===== config.mk =====
export PLATFORM = sky130hd
export DESIGN_NAME = rv_core_top
export DESIGN_NICKNAME = d
export VERILOG_FILES = /design/src/rv_pkg.sv /design/src/rv_ctrl.sv /design/src/rv_idu.sv /design/src/rv_exu.sv /design/src/rv_lsu.sv /design/src/rv_regfile.sv /design/src/rv_xbar.sv /design/src/rv_core_top.sv
export VERILOG_INCLUDE_DIRS = /design/src
export SDC_FILE = /design/constraint.sdc
export NUM_CORES = 2
export LEC_CHECK = 0
export BUFFER_PORTS_ARGS = -buffer_cell sky130_fd_sc_hd__buf_4
export CORE_MARGIN = 8
export CORE_UTILIZATION = 52
export CTS_BUF_LIST = sky130_fd_sc_hd__clkbuf_8
export CTS_CLUSTER_SIZE = 12
export DETAILED_ROUTE_END_ITERATION = 12
export MAX_ROUTING_LAYER = met4
export PLACE_DENSITY = 0.7
export REMOVE_ABC_BUFFERS = 1
export SLEW_MARGIN = 25
export SYNTH_ARGS = -nofsm -noshare
export SYNTH_HDL_FRONTEND = slang
export SYNTH_SLANG_ARGS = --single-unit

===== constraint.sdc =====
create_clock -name clock -period 10.32 [get_ports clock]
set_input_delay 1.548 -clock clock [delete_from_list [all_inputs] [get_ports clock]]
set_output_delay 1.548 -clock clock [all_outputs]
set_load 0.02 [all_outputs]

===== src/rv_params.svh =====
`ifndef RV_PARAMS_SVH
`define RV_PARAMS_SVH

`define RV_RESET_PC 32'h3000_0000
`define RV_ERR_PC   32'h0000_0000 // pc taken after an error response

`define RV_XLEN  32
`define RV_BUS_W 64

// rv32i major opcodes
`define RV_OP_LUI    7'b0110111
`define RV_OP_AUIPC  7'b0010111
`define RV_OP_JAL    7'b1101111
`define RV_OP_JALR   7'b1100111
`define RV_OP_BRANCH 7'b1100011
`define RV_OP_LOAD   7'b0000011
`define RV_OP_STORE  7'b0100011
`define RV_OP_IMM    7'b0010011
`define RV_OP_OP     7'b0110011

`endif


===== src/rv_pkg.sv =====
`include "rv_params.svh"

package rv_pkg;

	typedef logic [`RV_XLEN-1:0]    word_t;
	typedef logic [`RV_BUS_W-1:0]   bus_data_t;
	typedef logic [`RV_BUS_W/8-1:0] strb_t;
	typedef logic [4:0]             reg_idx_t;
	typedef logic [1:0]             resp_t;
	typedef logic [2:0]             size_t; // 0 byte, 1 half, 2 word

	typedef enum logic [2:0] {
		IDLE_FETCH,
		FETCH_WAIT,
		EXEC,
		MEM_REQ,
		MEM_WAIT,
		WRITEBACK
	} ctrl_state_t;

	typedef enum logic [3:0] {
		ALU_R,
		ALU_I,
		LOAD,
		STORE,
		BRANCH,
		JAL,
		JALR,
		LUI,
		AUIPC,
		ILLEGAL
	} inst_class_t;

endpackage


===== src/rv_ctrl.sv =====
`timescale 1ns/1ns

module rv_ctrl import rv_pkg::*; (
	input  logic        clock,
	input  logic        rst_n,
	input  inst_class_t inst_class,
	input  logic        fetch_done,
	input  logic        load_done,
	input  logic        store_done,
	input  logic        bus_error,
	output logic        fetch_req,
	output logic        load_req,
	output logic        store_req,
	output logic        inst_load,
	output logic        reg_wen,
	output logic        pc_wen
);

	ctrl_state_t state;
	ctrl_state_t state_nxt;
	logic        is_mem;
	logic        writes_rd;

	assign is_mem = (inst_class == LOAD) || (inst_class == STORE);
	assign writes_rd = inst_class inside {ALU_R, ALU_I, LOAD, JAL, JALR, LUI, AUIPC};

	always_ff @(posedge clock) begin
		if (!rst_n) begin
			state <= IDLE_FETCH;
		end else begin
			state <= state_nxt;
		end
	end

	always_comb begin
		state_nxt = state;
		case (state)
			IDLE_FETCH: begin
				state_nxt = FETCH_WAIT; // xbar holds arvalid until accepted
			end
			FETCH_WAIT: begin
				if (fetch_done) begin
					state_nxt = bus_error ? WRITEBACK : EXEC; // bad fetch skips execute
				end
			end
			EXEC: begin
				state_nxt = is_mem ? MEM_REQ : WRITEBACK;
			end
			MEM_REQ: begin
				state_nxt = MEM_WAIT;
			end
			MEM_WAIT: begin
				if (load_done || store_done) begin
					state_nxt = WRITEBACK;
				end
			end
			WRITEBACK: begin
				state_nxt = IDLE_FETCH;
			end
			default: begin
				state_nxt = IDLE_FETCH;
			end
		endcase
	end

	assign fetch_req = (state == IDLE_FETCH);
	assign load_req  = (state == MEM_REQ) && (inst_class == LOAD);
	assign store_req = (state == MEM_REQ) && (inst_class == STORE);
	assign inst_load = (state == FETCH_WAIT) && fetch_done;
	assign pc_wen    = (state == WRITEBACK);
	assign reg_wen   = pc_wen && writes_rd && !bus_error; // no rd update after an error

endmodule


===== src/rv_idu.sv =====
`timescale 1ns/1ns
`include "rv_params.svh"

module rv_idu import rv_pkg::*; (
	input  logic        clock,
	input  logic        rst_n,
	input  logic        inst_load,
	input  bus_data_t   rdata,
	input  logic        pc_bit2,
	output inst_class_t inst_class,
	output logic [2:0]  funct3,
	output reg_idx_t    rd,
	output reg_idx_t    rs1,
	output reg_idx_t    rs2,
	output word_t       imm,
	output logic        is_sub
);

	word_t      inst;
	logic [6:0] opcode;
	logic [6:0] funct7;
	logic       alu_f3_ok;

	always_ff @(posedge clock) begin
		if (!rst_n) begin
			inst <= '0; // decodes as illegal
		end else if (inst_load) begin
			inst <= pc_bit2 ? rdata[63:32] : rdata[31:0]; // upper word for pc[2]
		end
	end

	assign opcode = inst[6:0];
	assign rd     = inst[11:7];
	assign funct3 = inst[14:12];
	assign rs1    = inst[19:15];
	assign rs2    = inst[24:20];
	assign funct7 = inst[31:25];
	assign is_sub = (opcode == `RV_OP_OP) && inst[30];

	assign alu_f3_ok = funct3 inside {3'b000, 3'b010, 3'b100, 3'b110, 3'b111}; // no shifts, no unsigned

	always_comb begin
		inst_class = ILLEGAL;
		case (opcode)
			`RV_OP_LUI:    inst_class = LUI;
			`RV_OP_AUIPC:  inst_class = AUIPC;
			`RV_OP_JAL:    inst_class = JAL;
			`RV_OP_JALR:   inst_class = (funct3 == 3'b000) ? JALR : ILLEGAL;
			`RV_OP_BRANCH: inst_class = (funct3 inside {3'b000, 3'b001, 3'b100, 3'b101}) ? BRANCH : ILLEGAL;
			`RV_OP_LOAD:   inst_class = (funct3 inside {3'b000, 3'b001, 3'b010, 3'b100, 3'b101}) ? LOAD : ILLEGAL;
			`RV_OP_STORE:  inst_class = (funct3 inside {3'b000, 3'b001, 3'b010}) ? STORE : ILLEGAL;
			`RV_OP_IMM:    inst_class = alu_f3_ok ? ALU_I : ILLEGAL;
			`RV_OP_OP: begin
				if (alu_f3_ok && (funct7 == 7'h00 || (funct7 == 7'h20 && funct3 == 3'b000))) begin
					inst_class = ALU_R;
				end
			end
			default: inst_class = ILLEGAL;
		endcase
	end

	always_comb begin
		case (inst_class)
			STORE:       imm = {{20{inst[31]}}, inst[31:25], inst[11:7]};
			BRANCH:      imm = {{19{inst[31]}}, inst[31], inst[7], inst[30:25], inst[11:8], 1'b0};
			LUI, AUIPC:  imm = {inst[31:12], 12'b0};
			JAL:         imm = {{11{inst[31]}}, inst[31], inst[19:12], inst[20], inst[30:21], 1'b0};
			default:     imm = {{20{inst[31]}}, inst[31:20]}; // i-type
		endcase
	end

endmodule


===== src/rv_exu.sv =====
`timescale 1ns/1ns
`include "rv_params.svh"

module rv_exu import rv_pkg::*; (
	input  logic        clock,
	input  logic        rst_n,
	input  logic        pc_wen,
	input  logic        bus_error,
	input  inst_class_t inst_class,
	input  logic [2:0]  funct3,
	input  logic        is_sub,
	input  word_t       src1,
	input  word_t       src2,
	input  word_t       imm,
	output word_t       pc,
	output word_t       alu_result,
	output word_t       mem_addr
);

	word_t pc_plus4;
	word_t op_b;
	word_t alu_out;
	word_t target;
	logic  eq;
	logic  lt;
	logic  cond;
	logic  take;

	assign pc_plus4 = pc + 32'd4;
	assign op_b     = (inst_class == ALU_R || inst_class == BRANCH) ? src2 : imm;
	assign mem_addr = src1 + imm; // also the jalr target
	assign eq       = (src1 == op_b);
	assign lt       = $signed(src1) < $signed(op_b);

	always_comb begin
		case (funct3)
			3'b000:  alu_out = is_sub ? src1 - op_b : src1 + op_b;
			3'b010:  alu_out = {31'b0, lt};
			3'b100:  alu_out = src1 ^ op_b;
			3'b110:  alu_out = src1 | op_b;
			default: alu_out = src1 & op_b;
		endcase
	end

	always_comb begin
		case (inst_class)
			LUI:       alu_result = imm;
			AUIPC:     alu_result = pc + imm;
			JAL, JALR: alu_result = pc_plus4; // link value
			default:   alu_result = alu_out;
		endcase
	end

	always_comb begin
		case (funct3)
			3'b000:  cond = eq;
			3'b001:  cond = !eq;
			3'b100:  cond = lt;
			default: cond = !lt; // bge
		endcase
	end

	always_comb begin
		target = pc + imm;
		take   = 1'b0;
		case (inst_class)
			JAL: begin
				take = 1'b1;
			end
			JALR: begin
				take   = 1'b1;
				target = {mem_addr[31:1], 1'b0};
			end
			BRANCH: begin
				take = cond;
			end
			default: begin
				take = 1'b0;
			end
		endcase
	end

	always_ff @(posedge clock) begin
		if (!rst_n) begin
			pc <= `RV_RESET_PC;
		end else if (pc_wen) begin
			pc <= bus_error ? `RV_ERR_PC : (take ? target : pc_plus4);
		end
	end

endmodule


===== src/rv_lsu.sv =====
`timescale 1ns/1ns

module rv_lsu import rv_pkg::*; (
	input  logic       clock,
	input  logic       rst_n,
	input  word_t      mem_addr,
	input  logic [2:0] funct3,
	input  word_t      src2,
	input  logic       load_done,
	input  bus_data_t  rdata,
	output size_t      arsize,
	output bus_data_t  wdata,
	output strb_t      wstrb,
	output word_t      load_data
);

	logic [2:0] offset;
	strb_t      mask;
	bus_data_t  lane;
	word_t      ext;

	assign offset = mem_addr[2:0]; // byte lane in the 64-bit beat
	assign arsize = {1'b0, funct3[1:0]};

	always_comb begin
		case (funct3[1:0])
			2'b00:   mask = 8'h01;
			2'b01:   mask = 8'h03;
			default: mask = 8'h0f;
		endcase
	end

	// bytes past the top of the beat drop off
	assign wdata = bus_data_t'(src2) << {offset, 3'b000};
	assign wstrb = mask << offset;

	assign lane = rdata >> {offset, 3'b000};

	always_comb begin
		case (funct3)
			3'b000:  ext = {{24{lane[7]}}, lane[7:0]};
			3'b001:  ext = {{16{lane[15]}}, lane[15:0]};
			3'b100:  ext = {24'b0, lane[7:0]};
			3'b101:  ext = {16'b0, lane[15:0]};
			default: ext = lane[31:0]; // lw
		endcase
	end

	always_ff @(posedge clock) begin
		if (!rst_n) begin
			load_data <= '0;
		end else if (load_done) begin
			load_data <= ext;
		end
	end

endmodule


===== src/rv_regfile.sv =====
`timescale 1ns/1ns

module rv_regfile import rv_pkg::*; (
	input  logic     clock,
	input  logic     reg_wen,
	input  reg_idx_t rd,
	input  word_t    wdata,
	input  reg_idx_t rs1,
	input  reg_idx_t rs2,
	output word_t    src1,
	output word_t    src2
);

	word_t regs [0:31];

	always_ff @(posedge clock) begin
		if (reg_wen && (rd != 5'd0)) begin
			regs[rd] <= wdata;
		end
	end

	// x0 reads zero
	assign src1 = (rs1 == 5'd0) ? '0 : regs[rs1];
	assign src2 = (rs2 == 5'd0) ? '0 : regs[rs2];

endmodule


===== src/rv_xbar.sv =====
`timescale 1ns/1ns

module rv_xbar import rv_pkg::*; (
	input  logic  clock,
	input  logic  rst_n,
	input  logic  fetch_req,
	input  logic  load_req,
	input  logic  store_req,
	input  word_t pc,
	input  word_t mem_addr,
	input  size_t lsu_arsize,
	input  logic  arready,
	input  logic  rvalid,
	input  resp_t rresp,
	input  logic  awready,
	input  logic  wready,
	input  logic  bvalid,
	input  resp_t bresp,
	output logic  arvalid,
	output word_t araddr,
	output size_t arsize,
	output logic  awvalid,
	output logic  wvalid,
	output word_t awaddr,
	output logic  fetch_done,
	output logic  load_done,
	output logic  store_done,
	output logic  bus_error
);

	logic owner_load; // read channel owner, 1 for lsu
	logic err_q;
	logic r_err;
	logic b_err;

	always_ff @(posedge clock) begin
		if (!rst_n) begin
			arvalid    <= 1'b0;
			awvalid    <= 1'b0;
			wvalid     <= 1'b0;
			owner_load <= 1'b0;
			err_q      <= 1'b0;
		end else begin
			if (fetch_req || load_req) begin
				arvalid    <= 1'b1;
				owner_load <= load_req;
			end else if (arready) begin
				arvalid <= 1'b0;
			end
			// aw and w rise together, each drops on its own ready
			if (store_req) begin
				awvalid <= 1'b1;
				wvalid  <= 1'b1;
			end else begin
				if (awready) begin
					awvalid <= 1'b0;
				end
				if (wready) begin
					wvalid <= 1'b0;
				end
			end
			if (fetch_req) begin
				err_q <= 1'b0; // new instruction
			end else if (r_err || b_err) begin
				err_q <= 1'b1;
			end
		end
	end

	assign r_err = rvalid && (rresp != 2'b00);
	assign b_err = bvalid && (bresp != 2'b00);
	assign bus_error = err_q || r_err || b_err;

	assign araddr = owner_load ? mem_addr : pc;
	assign arsize = owner_load ? lsu_arsize : size_t'(2);
	assign awaddr = mem_addr;

	assign fetch_done = rvalid && !owner_load;
	assign load_done  = rvalid && owner_load;
	assign store_done = bvalid;

endmodule


===== src/rv_core_top.sv =====
`timescale 1ns/1ns

module rv_core_top import rv_pkg::*; (
	input  logic      clock,
	input  logic      rst_n,
	output logic      arvalid,
	output word_t     araddr,
	output size_t     arsize,
	input  logic      arready,
	input  logic      rvalid,
	input  bus_data_t rdata,
	input  resp_t     rresp,
	output logic      awvalid,
	output word_t     awaddr,
	input  logic      awready,
	output logic      wvalid,
	output bus_data_t wdata,
	output strb_t     wstrb,
	input  logic      wready,
	input  logic      bvalid,
	input  resp_t     bresp
);

	logic        fetch_req;
	logic        load_req;
	logic        store_req;
	logic        inst_load;
	logic        reg_wen;
	logic        pc_wen;
	logic        fetch_done;
	logic        load_done;
	logic        store_done;
	logic        bus_error;
	logic        is_sub;
	inst_class_t inst_class;
	logic [2:0]  funct3;
	reg_idx_t    rd;
	reg_idx_t    rs1;
	reg_idx_t    rs2;
	word_t       imm;
	word_t       src1;
	word_t       src2;
	word_t       pc;
	word_t       alu_result;
	word_t       mem_addr;
	word_t       load_data;
	word_t       wb_data;
	size_t       lsu_arsize;

	assign wb_data = (inst_class == LOAD) ? load_data : alu_result;

	rv_ctrl i_ctrl (
		.clock(clock), .rst_n(rst_n), .inst_class(inst_class),
		.fetch_done(fetch_done), .load_done(load_done), .store_done(store_done),
		.bus_error(bus_error), .fetch_req(fetch_req), .load_req(load_req),
		.store_req(store_req), .inst_load(inst_load), .reg_wen(reg_wen), .pc_wen(pc_wen)
	);

	rv_idu i_idu (
		.clock(clock), .rst_n(rst_n), .inst_load(inst_load), .rdata(rdata),
		.pc_bit2(pc[2]), .inst_class(inst_class), .funct3(funct3), .rd(rd),
		.rs1(rs1), .rs2(rs2), .imm(imm), .is_sub(is_sub)
	);

	rv_exu i_exu (
		.clock(clock), .rst_n(rst_n), .pc_wen(pc_wen), .bus_error(bus_error),
		.inst_class(inst_class), .funct3(funct3), .is_sub(is_sub), .src1(src1),
		.src2(src2), .imm(imm), .pc(pc), .alu_result(alu_result), .mem_addr(mem_addr)
	);

	rv_lsu i_lsu (
		.clock(clock), .rst_n(rst_n), .mem_addr(mem_addr), .funct3(funct3),
		.src2(src2), .load_done(load_done), .rdata(rdata), .arsize(lsu_arsize),
		.wdata(wdata), .wstrb(wstrb), .load_data(load_data)
	);

	rv_regfile i_regfile (
		.clock(clock), .reg_wen(reg_wen), .rd(rd), .wdata(wb_data),
		.rs1(rs1), .rs2(rs2), .src1(src1), .src2(src2)
	);

	rv_xbar i_xbar (
		.clock(clock), .rst_n(rst_n), .fetch_req(fetch_req), .load_req(load_req),
		.store_req(store_req), .pc(pc), .mem_addr(mem_addr), .lsu_arsize(lsu_arsize),
		.arready(arready), .rvalid(rvalid), .rresp(rresp), .awready(awready),
		.wready(wready), .bvalid(bvalid), .bresp(bresp), .arvalid(arvalid),
		.araddr(araddr), .arsize(arsize), .awvalid(awvalid), .wvalid(wvalid),
		.awaddr(awaddr), .fetch_done(fetch_done), .load_done(load_done),
		.store_done(store_done), .bus_error(bus_error)
	);

endmodule


## Word level (Yosys, flattened, before mapping)

Memory sizes are Yosys's and may differ from the RTL's. A register that Yosys moved wholly into a read port is not among the register bits.
Cells that the tools add are included.

- Add/subtract/negate cells: 5
- $lt $le $gt $ge: 1
- Equality and inequality tests: 33
- Shift-type cells: 3
- Mux-type cells: 42
- Bitwise operators: 4
- Reduce and logical (&&, ||, !) cells: 47

Operators by type and width:

| operator | number |
|---|---|
| $mux 32 | 10 |
| $pmux 32 s4 | 2 |
| $pmux 31 s4 | 1 |
| $add 32x32->32 | 3 |
| $pmux 32 s3 | 1 |
| $shl 32x6->64 | 1 |
| $shr 64x6->32 | 1 |
| $pmux 4 s9 | 1 |
| $add 32x3->32 const B | 1 |
| $and 32x32->32 | 1 |
| $eq 32x32->1 | 1 |
| $lt 32x32->1 | 1 |
| $or 32x32->32 | 1 |
| $sub 32x32->32 | 1 |
| $xor 32x32->32 | 1 |
| $eq 7x6->1 const B | 4 |
| $mux 4 | 6 |
| $eq 7x7->1 const B | 3 |
| $mux 5 | 4 |
| $eq 3x3->1 const B | 6 |
| $eq 4x3->1 const B | 4 |
| $pmux 3 s5 | 1 |
| $reduce_bool 5->1 | 3 |
| $eq 7x5->1 const B | 2 |
| 30 further kinds | 75 |

- Bits in registers: 104
- Bits in writable memories: 1,024
- Input bits: 75
- Output and inout bits: 142
- Word-level logic and storage cells: 145
- Memories: 1

Memories:

| memory | depth | bits a word | rd ports | clocked after Yosys merged registers in | write ports | RTL line | text |
|---|---|---|---|---|---|---|---|
| i_regfile.regs | 32 | 32 | 2 | 2 | 1 | rv_regfile.sv:14 | `word_t regs [0:31];` |

## Longest topological paths before layout

- Word-level depth: 16
- Gate-level depth with buffers: 24
- Depth with buffers taken out: 20

## Modules after synthesis

Synthesis repeated with hierarchy kept, for this count alone.

- Cell total of the unflattened synthesis: 5,177
- Area, all modules: 67,161.9 µm²

By module, submodules not included:

| module | times used | cells each | area an instance (µm²) | sequential area each (µm²) |
|---|---|---|---|---|
| rv_regfile | 1 | 2,564 | 47,929.7 | 30,749.5 |
| rv_exu | 1 | 1,684 | 11,661.2 | 640.6 |
| rv_lsu | 1 | 483 | 3,647.2 | 640.6 |
| rv_idu | 1 | 278 | 2,285.9 | 640.6 |
| rv_xbar | 1 | 94 | 922.1 | 100.1 |
| rv_core_top | 1 | 36 | 417.9 | 0.0 |
| rv_ctrl | 1 | 38 | 297.8 | 60.1 |

## Worst setup path after synthesis

No wires, ideal clock.

- Path kind: register -> register
- From: register (tool-made name)
- To: memory i_regfile.regs[0][29] in the netlist's numbering, data pin
- Setup time: 467 ps
- Data arrival time: 6,900 ps
- Required time: 9,853 ps
- Setup slack: 2,952 ps
- Cell stages (with the launch flop): 22
- Buffers on the path: 6
- Clock period less this slack: 7,368 ps
- Cells stage by stage: dfxtp_1 -> clkbuf_1 -> buf_2 -> clkbuf_1 -> buf_1 -> buf_2 -> mux4_2 -> mux4_2 -> nand2_1 -> a21oi_1 -> ha_1 -> buf_2 -> nand2_1 -> or3_1 -> a2111o_1 -> and4_1 -> o41a_1 -> nor3_1 -> o211ai_1 -> a32oi_1 -> mux2_2 -> a211oi_1

RTL lines:

| what | RTL line |
|---|---|
| end, declared | rv_regfile.sv:14 |

## Final worst setup path

- From: register i_idu.inst[5]
- To: output port wdata[36]

- Longest elaborated chain between the ends: 7
- Elaborated cells between the ends (all ways): 19
- Those cells by class: add/sub (1); eq/ne (14); shift (1); mux (2); reduce/logical (1)

Ends and longest elaborated chain:

| what | RTL line | text |
|---|---|---|
| start, declared | rv_idu.sv:19 | `word_t inst;` |
| start signal, assigned | rv_idu.sv:28 | `inst <= pc_bit2 ? rdata[63:32] : rdata[31:0];` |
| $eq 7x6->1 (tied with other cells) | rv_idu.sv:44 | `case (opcode)` |
| $pmux 4 s9 * | rv_idu.sv:44 |  |
| $eq 4x4->1 or $eq 4x3->1 (tied branches) | rv_idu.sv:63 | `case (inst_class)` |
| $reduce_or 2->1 | rv_idu.sv:63 |  |
| $pmux 31 s4 * | rv_idu.sv:63 |  |
| $add 32x32->32 * | rv_exu.sv:31 | `assign mem_addr = src1 + imm;` |
| $shl 32x6->64 * | rv_lsu.sv:34 | `assign wdata = bus_data_t'(src2) << {offset, 3'b000};` |
| end, declared | rv_core_top.sv:17 | `output bus_data_t wdata,` |

Every way passes the cells marked *; elsewhere a longest branch is shown, timed or not.

==> results_dict.tcl <==
set metrics [dict create \
    status "complete, no violations" \
    pwr_density_cell_mw_per_mm2 214 \
    fillCellCount 9789 \
    drive_gt1_frac 0.281 \
    ys_ff_latch 1138 \
    power.total_w 0.0158 \
    slew_viol_final 0 \
    cts_tree "yes" \
    fin_worst_skew_ns 0.0822 \
    synthDistinctLibCells 87 \
    root_buffer "clkbuf_8" \
    htreeDepth 4 \
    dp_cells 6516 \
    min_period_ns 9.12 \
    die_w_um 372 \
    async_flop_share 0 \
    max_freq_mhz 110 \
    syn_area_mm2 0.0659 \
    critical_path_arrival_ns 7.57 \
    finalSetupViolations 0 \
    rows 130 \
    vias 48500 \
    insertion_delay_ns 0.97 \
    syn_area_per_cell_um2 13.6 \
    dp_hpwl_um 157000 \
    layoutNonFillerInstCount 6869 \
    drt_wl_total_um 241000 \
    io_pins 217 \
    cp-end-kind "output port" \
    fin_crit_sh 0.883 \
    grt_start_max_net_pins 118 \
    yosys_most_used_dff "edfxtp_1" \
    cts_resized 0 \
    post-cts-setup-buffer-count 0 \
    yosys_warnings 0 \
    viasPerCell 7.06 \
    gp_congestion 1.04 \
    die_h_um 372 \
    cts.sinks 1138 \
    cp.required_ns 8.77 \
    first_pass_iters 9 \
    antenna_left 0 \
    crit_type "flip-flop to output port" \
    io_buffer_count 215 \
    slew_headroom 0.194 \
    core_mm2 0.126 \
    cts_buffers 187 \
    cp_max_fo 43 \
    grt_antenna_before_repair 7 \
    drc 0 \
    hp-class "flip-flop to flip-flop" \
    area_growth_pct 12.2 \
    synth-edff-count 1024 \
    p_leak_nw 24.9 \
    grtUsageTotal 0.354 \
    ctsHoldBuffers 0 \
    crit_path_start_kind "flip-flop" \
    drtIter0Drc 7490 \
    start_util 0.524 \
    seq_area_frac_synth 0.502 \
    rsz0062_at_grt "false" \
    grt_pass1_vias 47200 \
    grt-ovfl-total 0 \
    finalHoldViolCount 0 \
    drt-wirelength-per-cell_um 35.1 \
    clock_path_buffers 3 \
    clk_pin_slew_ns 0.06 \
    cap_violations 0 \
    grt_pass1_wl_um 339000 \
    tightest_slew_ns 1.21 \
    synth_cells 4835 \
    fin_nets 5295 \
    vdd_ir_drop_max_mv 0.176 \
    dieArea_mm2 0.138 \
]
-- area by class of cell --
type	count	area, µm²	area share
multi-input cells	3220	31500	0.426
clock inverters	146	1030	0.0140
repair buffers	370	2970	0.0402
well taps	1650	2060	0.0279
diodes	10	25.0	0.000339
clock buffers	195	2680	0.0363
inverters	140	528	0.00715
flip-flops and latches	1138	33100	0.448
-- power by group --
group | internal, W | switching, W
Clock | 0.00209 | 0.00193
Combinational | 0.00199 | 0.00392
Sequential | 0.00569 | 0.000152
Total | 0.00977 | 0.00600
-- worst max-delay path, stage by stage, from the launching register on --
cell and delay [ns]:
dfxtp_1 0.72, nand3b_1 0.22, or2_2 0.37, nor3_1 0.78, or2_2 0.37, nor2_1 0.06, a22o_1 0.32, ha_4 0.23
inv_1 0.08, fa_4 0.29, xor2_4 0.84, inv_4 0.53, nor2_1 0.92, nand2_1 0.15, o21ai_0 0.41, buf_4 0.28
-- cells in the mapped netlist, types with 10 or more instances --
master | count | area, µm²
mux2i_1 | 105 | 1050
inv_1 | 135 | 507
and2_1 | 24 | 150
o21ai_0 | 226 | 1130
o31ai_1 | 31 | 233
o21bai_1 | 16 | 120
nor2_1 | 385 | 1450
or2_2 | 11 | 68.8
nand4_1 | 20 | 125
edfxtp_1 | 1024 | 30700
a22o_1 | 11 | 96.3
o211ai_1 | 27 | 203
or3_1 | 19 | 119
buf_1 | 49 | 184
a31oi_1 | 32 | 200
nand2_1 | 338 | 1270
nor2b_1 | 22 | 138
nand3b_1 | 10 | 75.1
a221o_1 | 16 | 160
nor3b_1 | 12 | 90.1
a221oi_1 | 19 | 166
buf_2 | 49 | 245
o22ai_1 | 34 | 213
mux4_2 | 656 | 14800
and3_1 | 16 | 100
ha_1 | 159 | 1990
a21oi_1 | 328 | 1640
nor3_1 | 60 | 300
xnor2_1 | 73 | 639
a21o_1 | 46 | 345
o21a_1 | 22 | 165
xor2_1 | 38 | 333
nand3_1 | 73 | 365
dfxtp_1 | 114 | 2280
nand2b_1 | 55 | 344
clkbuf_1 | 267 | 1000
mux2_2 | 71 | 800
nor4_1 | 21 | 131
a211oi_1 | 58 | 435
a311oi_1 | 15 | 131
-- registers in the layout, indices dropped and copies added, names as in the netlist, named ones only --
register and flops:
i_ctrl.state 3, i_exu.pc 32, i_idu.inst 32, i_lsu.load_data 32, i_regfile.regs 1024, i_xbar.arvalid 1
i_xbar.awvalid 1, i_xbar.err_q 1, i_xbar.owner_load 1, i_xbar.wvalid 1
-- through the flow --
stage	hold slack [ns]	TNS, ns	cell area [µm²]	worst slack [ns]	utilization
2_1_floorplan	0.455	-6659.14	64500	-7.88	-
3_3_place_gp	0.475	0	70000	2.41	0.557
3_5_place_dp	0.488	0	70100	2.47	0.557
4_1_cts	0.501	0	73800	1.40	0.587
5_1_grt	0.527	0	73900	0.913	0.587
6_report	0.497	0	73900	1.20	0.587
-- worst paths after layout --
| path | from | endpoint | slack, ns | cells past startpoint |
|---|---|---|---|---|
| setup / recovery | i_idu.inst[5] | wdata[36] | 1.20 | 15 |
| hold / removal | i_xbar.wvalid | i_xbar.wvalid | 0.50 | 2 |
| setup reg to reg | i_idu.inst[12] | i_regfile.regs[18][29] | 2.60 | 21 |
| hold reg to reg | i_xbar.wvalid | i_xbar.wvalid | 0.50 | 2 |
-- metal layers --
metal | track usage | wire length (µm)
met3 | 0.0946 | 33100
met4 | 0.187 | 15500
met5 | - | 0
met1 | 0.467 | 87900
met2 | 0.502 | 104000
-- cells by family after synthesis --
group,synth area share
compound gates,0.0940
xor+xnor,0.0148
fa+ha+maj,0.0314
buf+inv,0.0303
flops,0.502
mux,0.253
other cells,0.0000569
simple gates,0.0753
-- cell usage in the layout, fill, tap and decap left out, types with 73 or more instances in the layout --
cell type / count
clkbuf_8: 195
nor2_1: 347
buf_4: 351
ha_1: 158
xnor2_1: 73
nand2_1: 338
o21ai_0: 212
edfxtp_1: 1024
dfxtp_1: 100
inv_1: 184
mux4_2: 656
mux2i_1: 105
nand3_1: 73
a21oi_1: 319
Note: power is estimated with default switching activity, not from simulation.
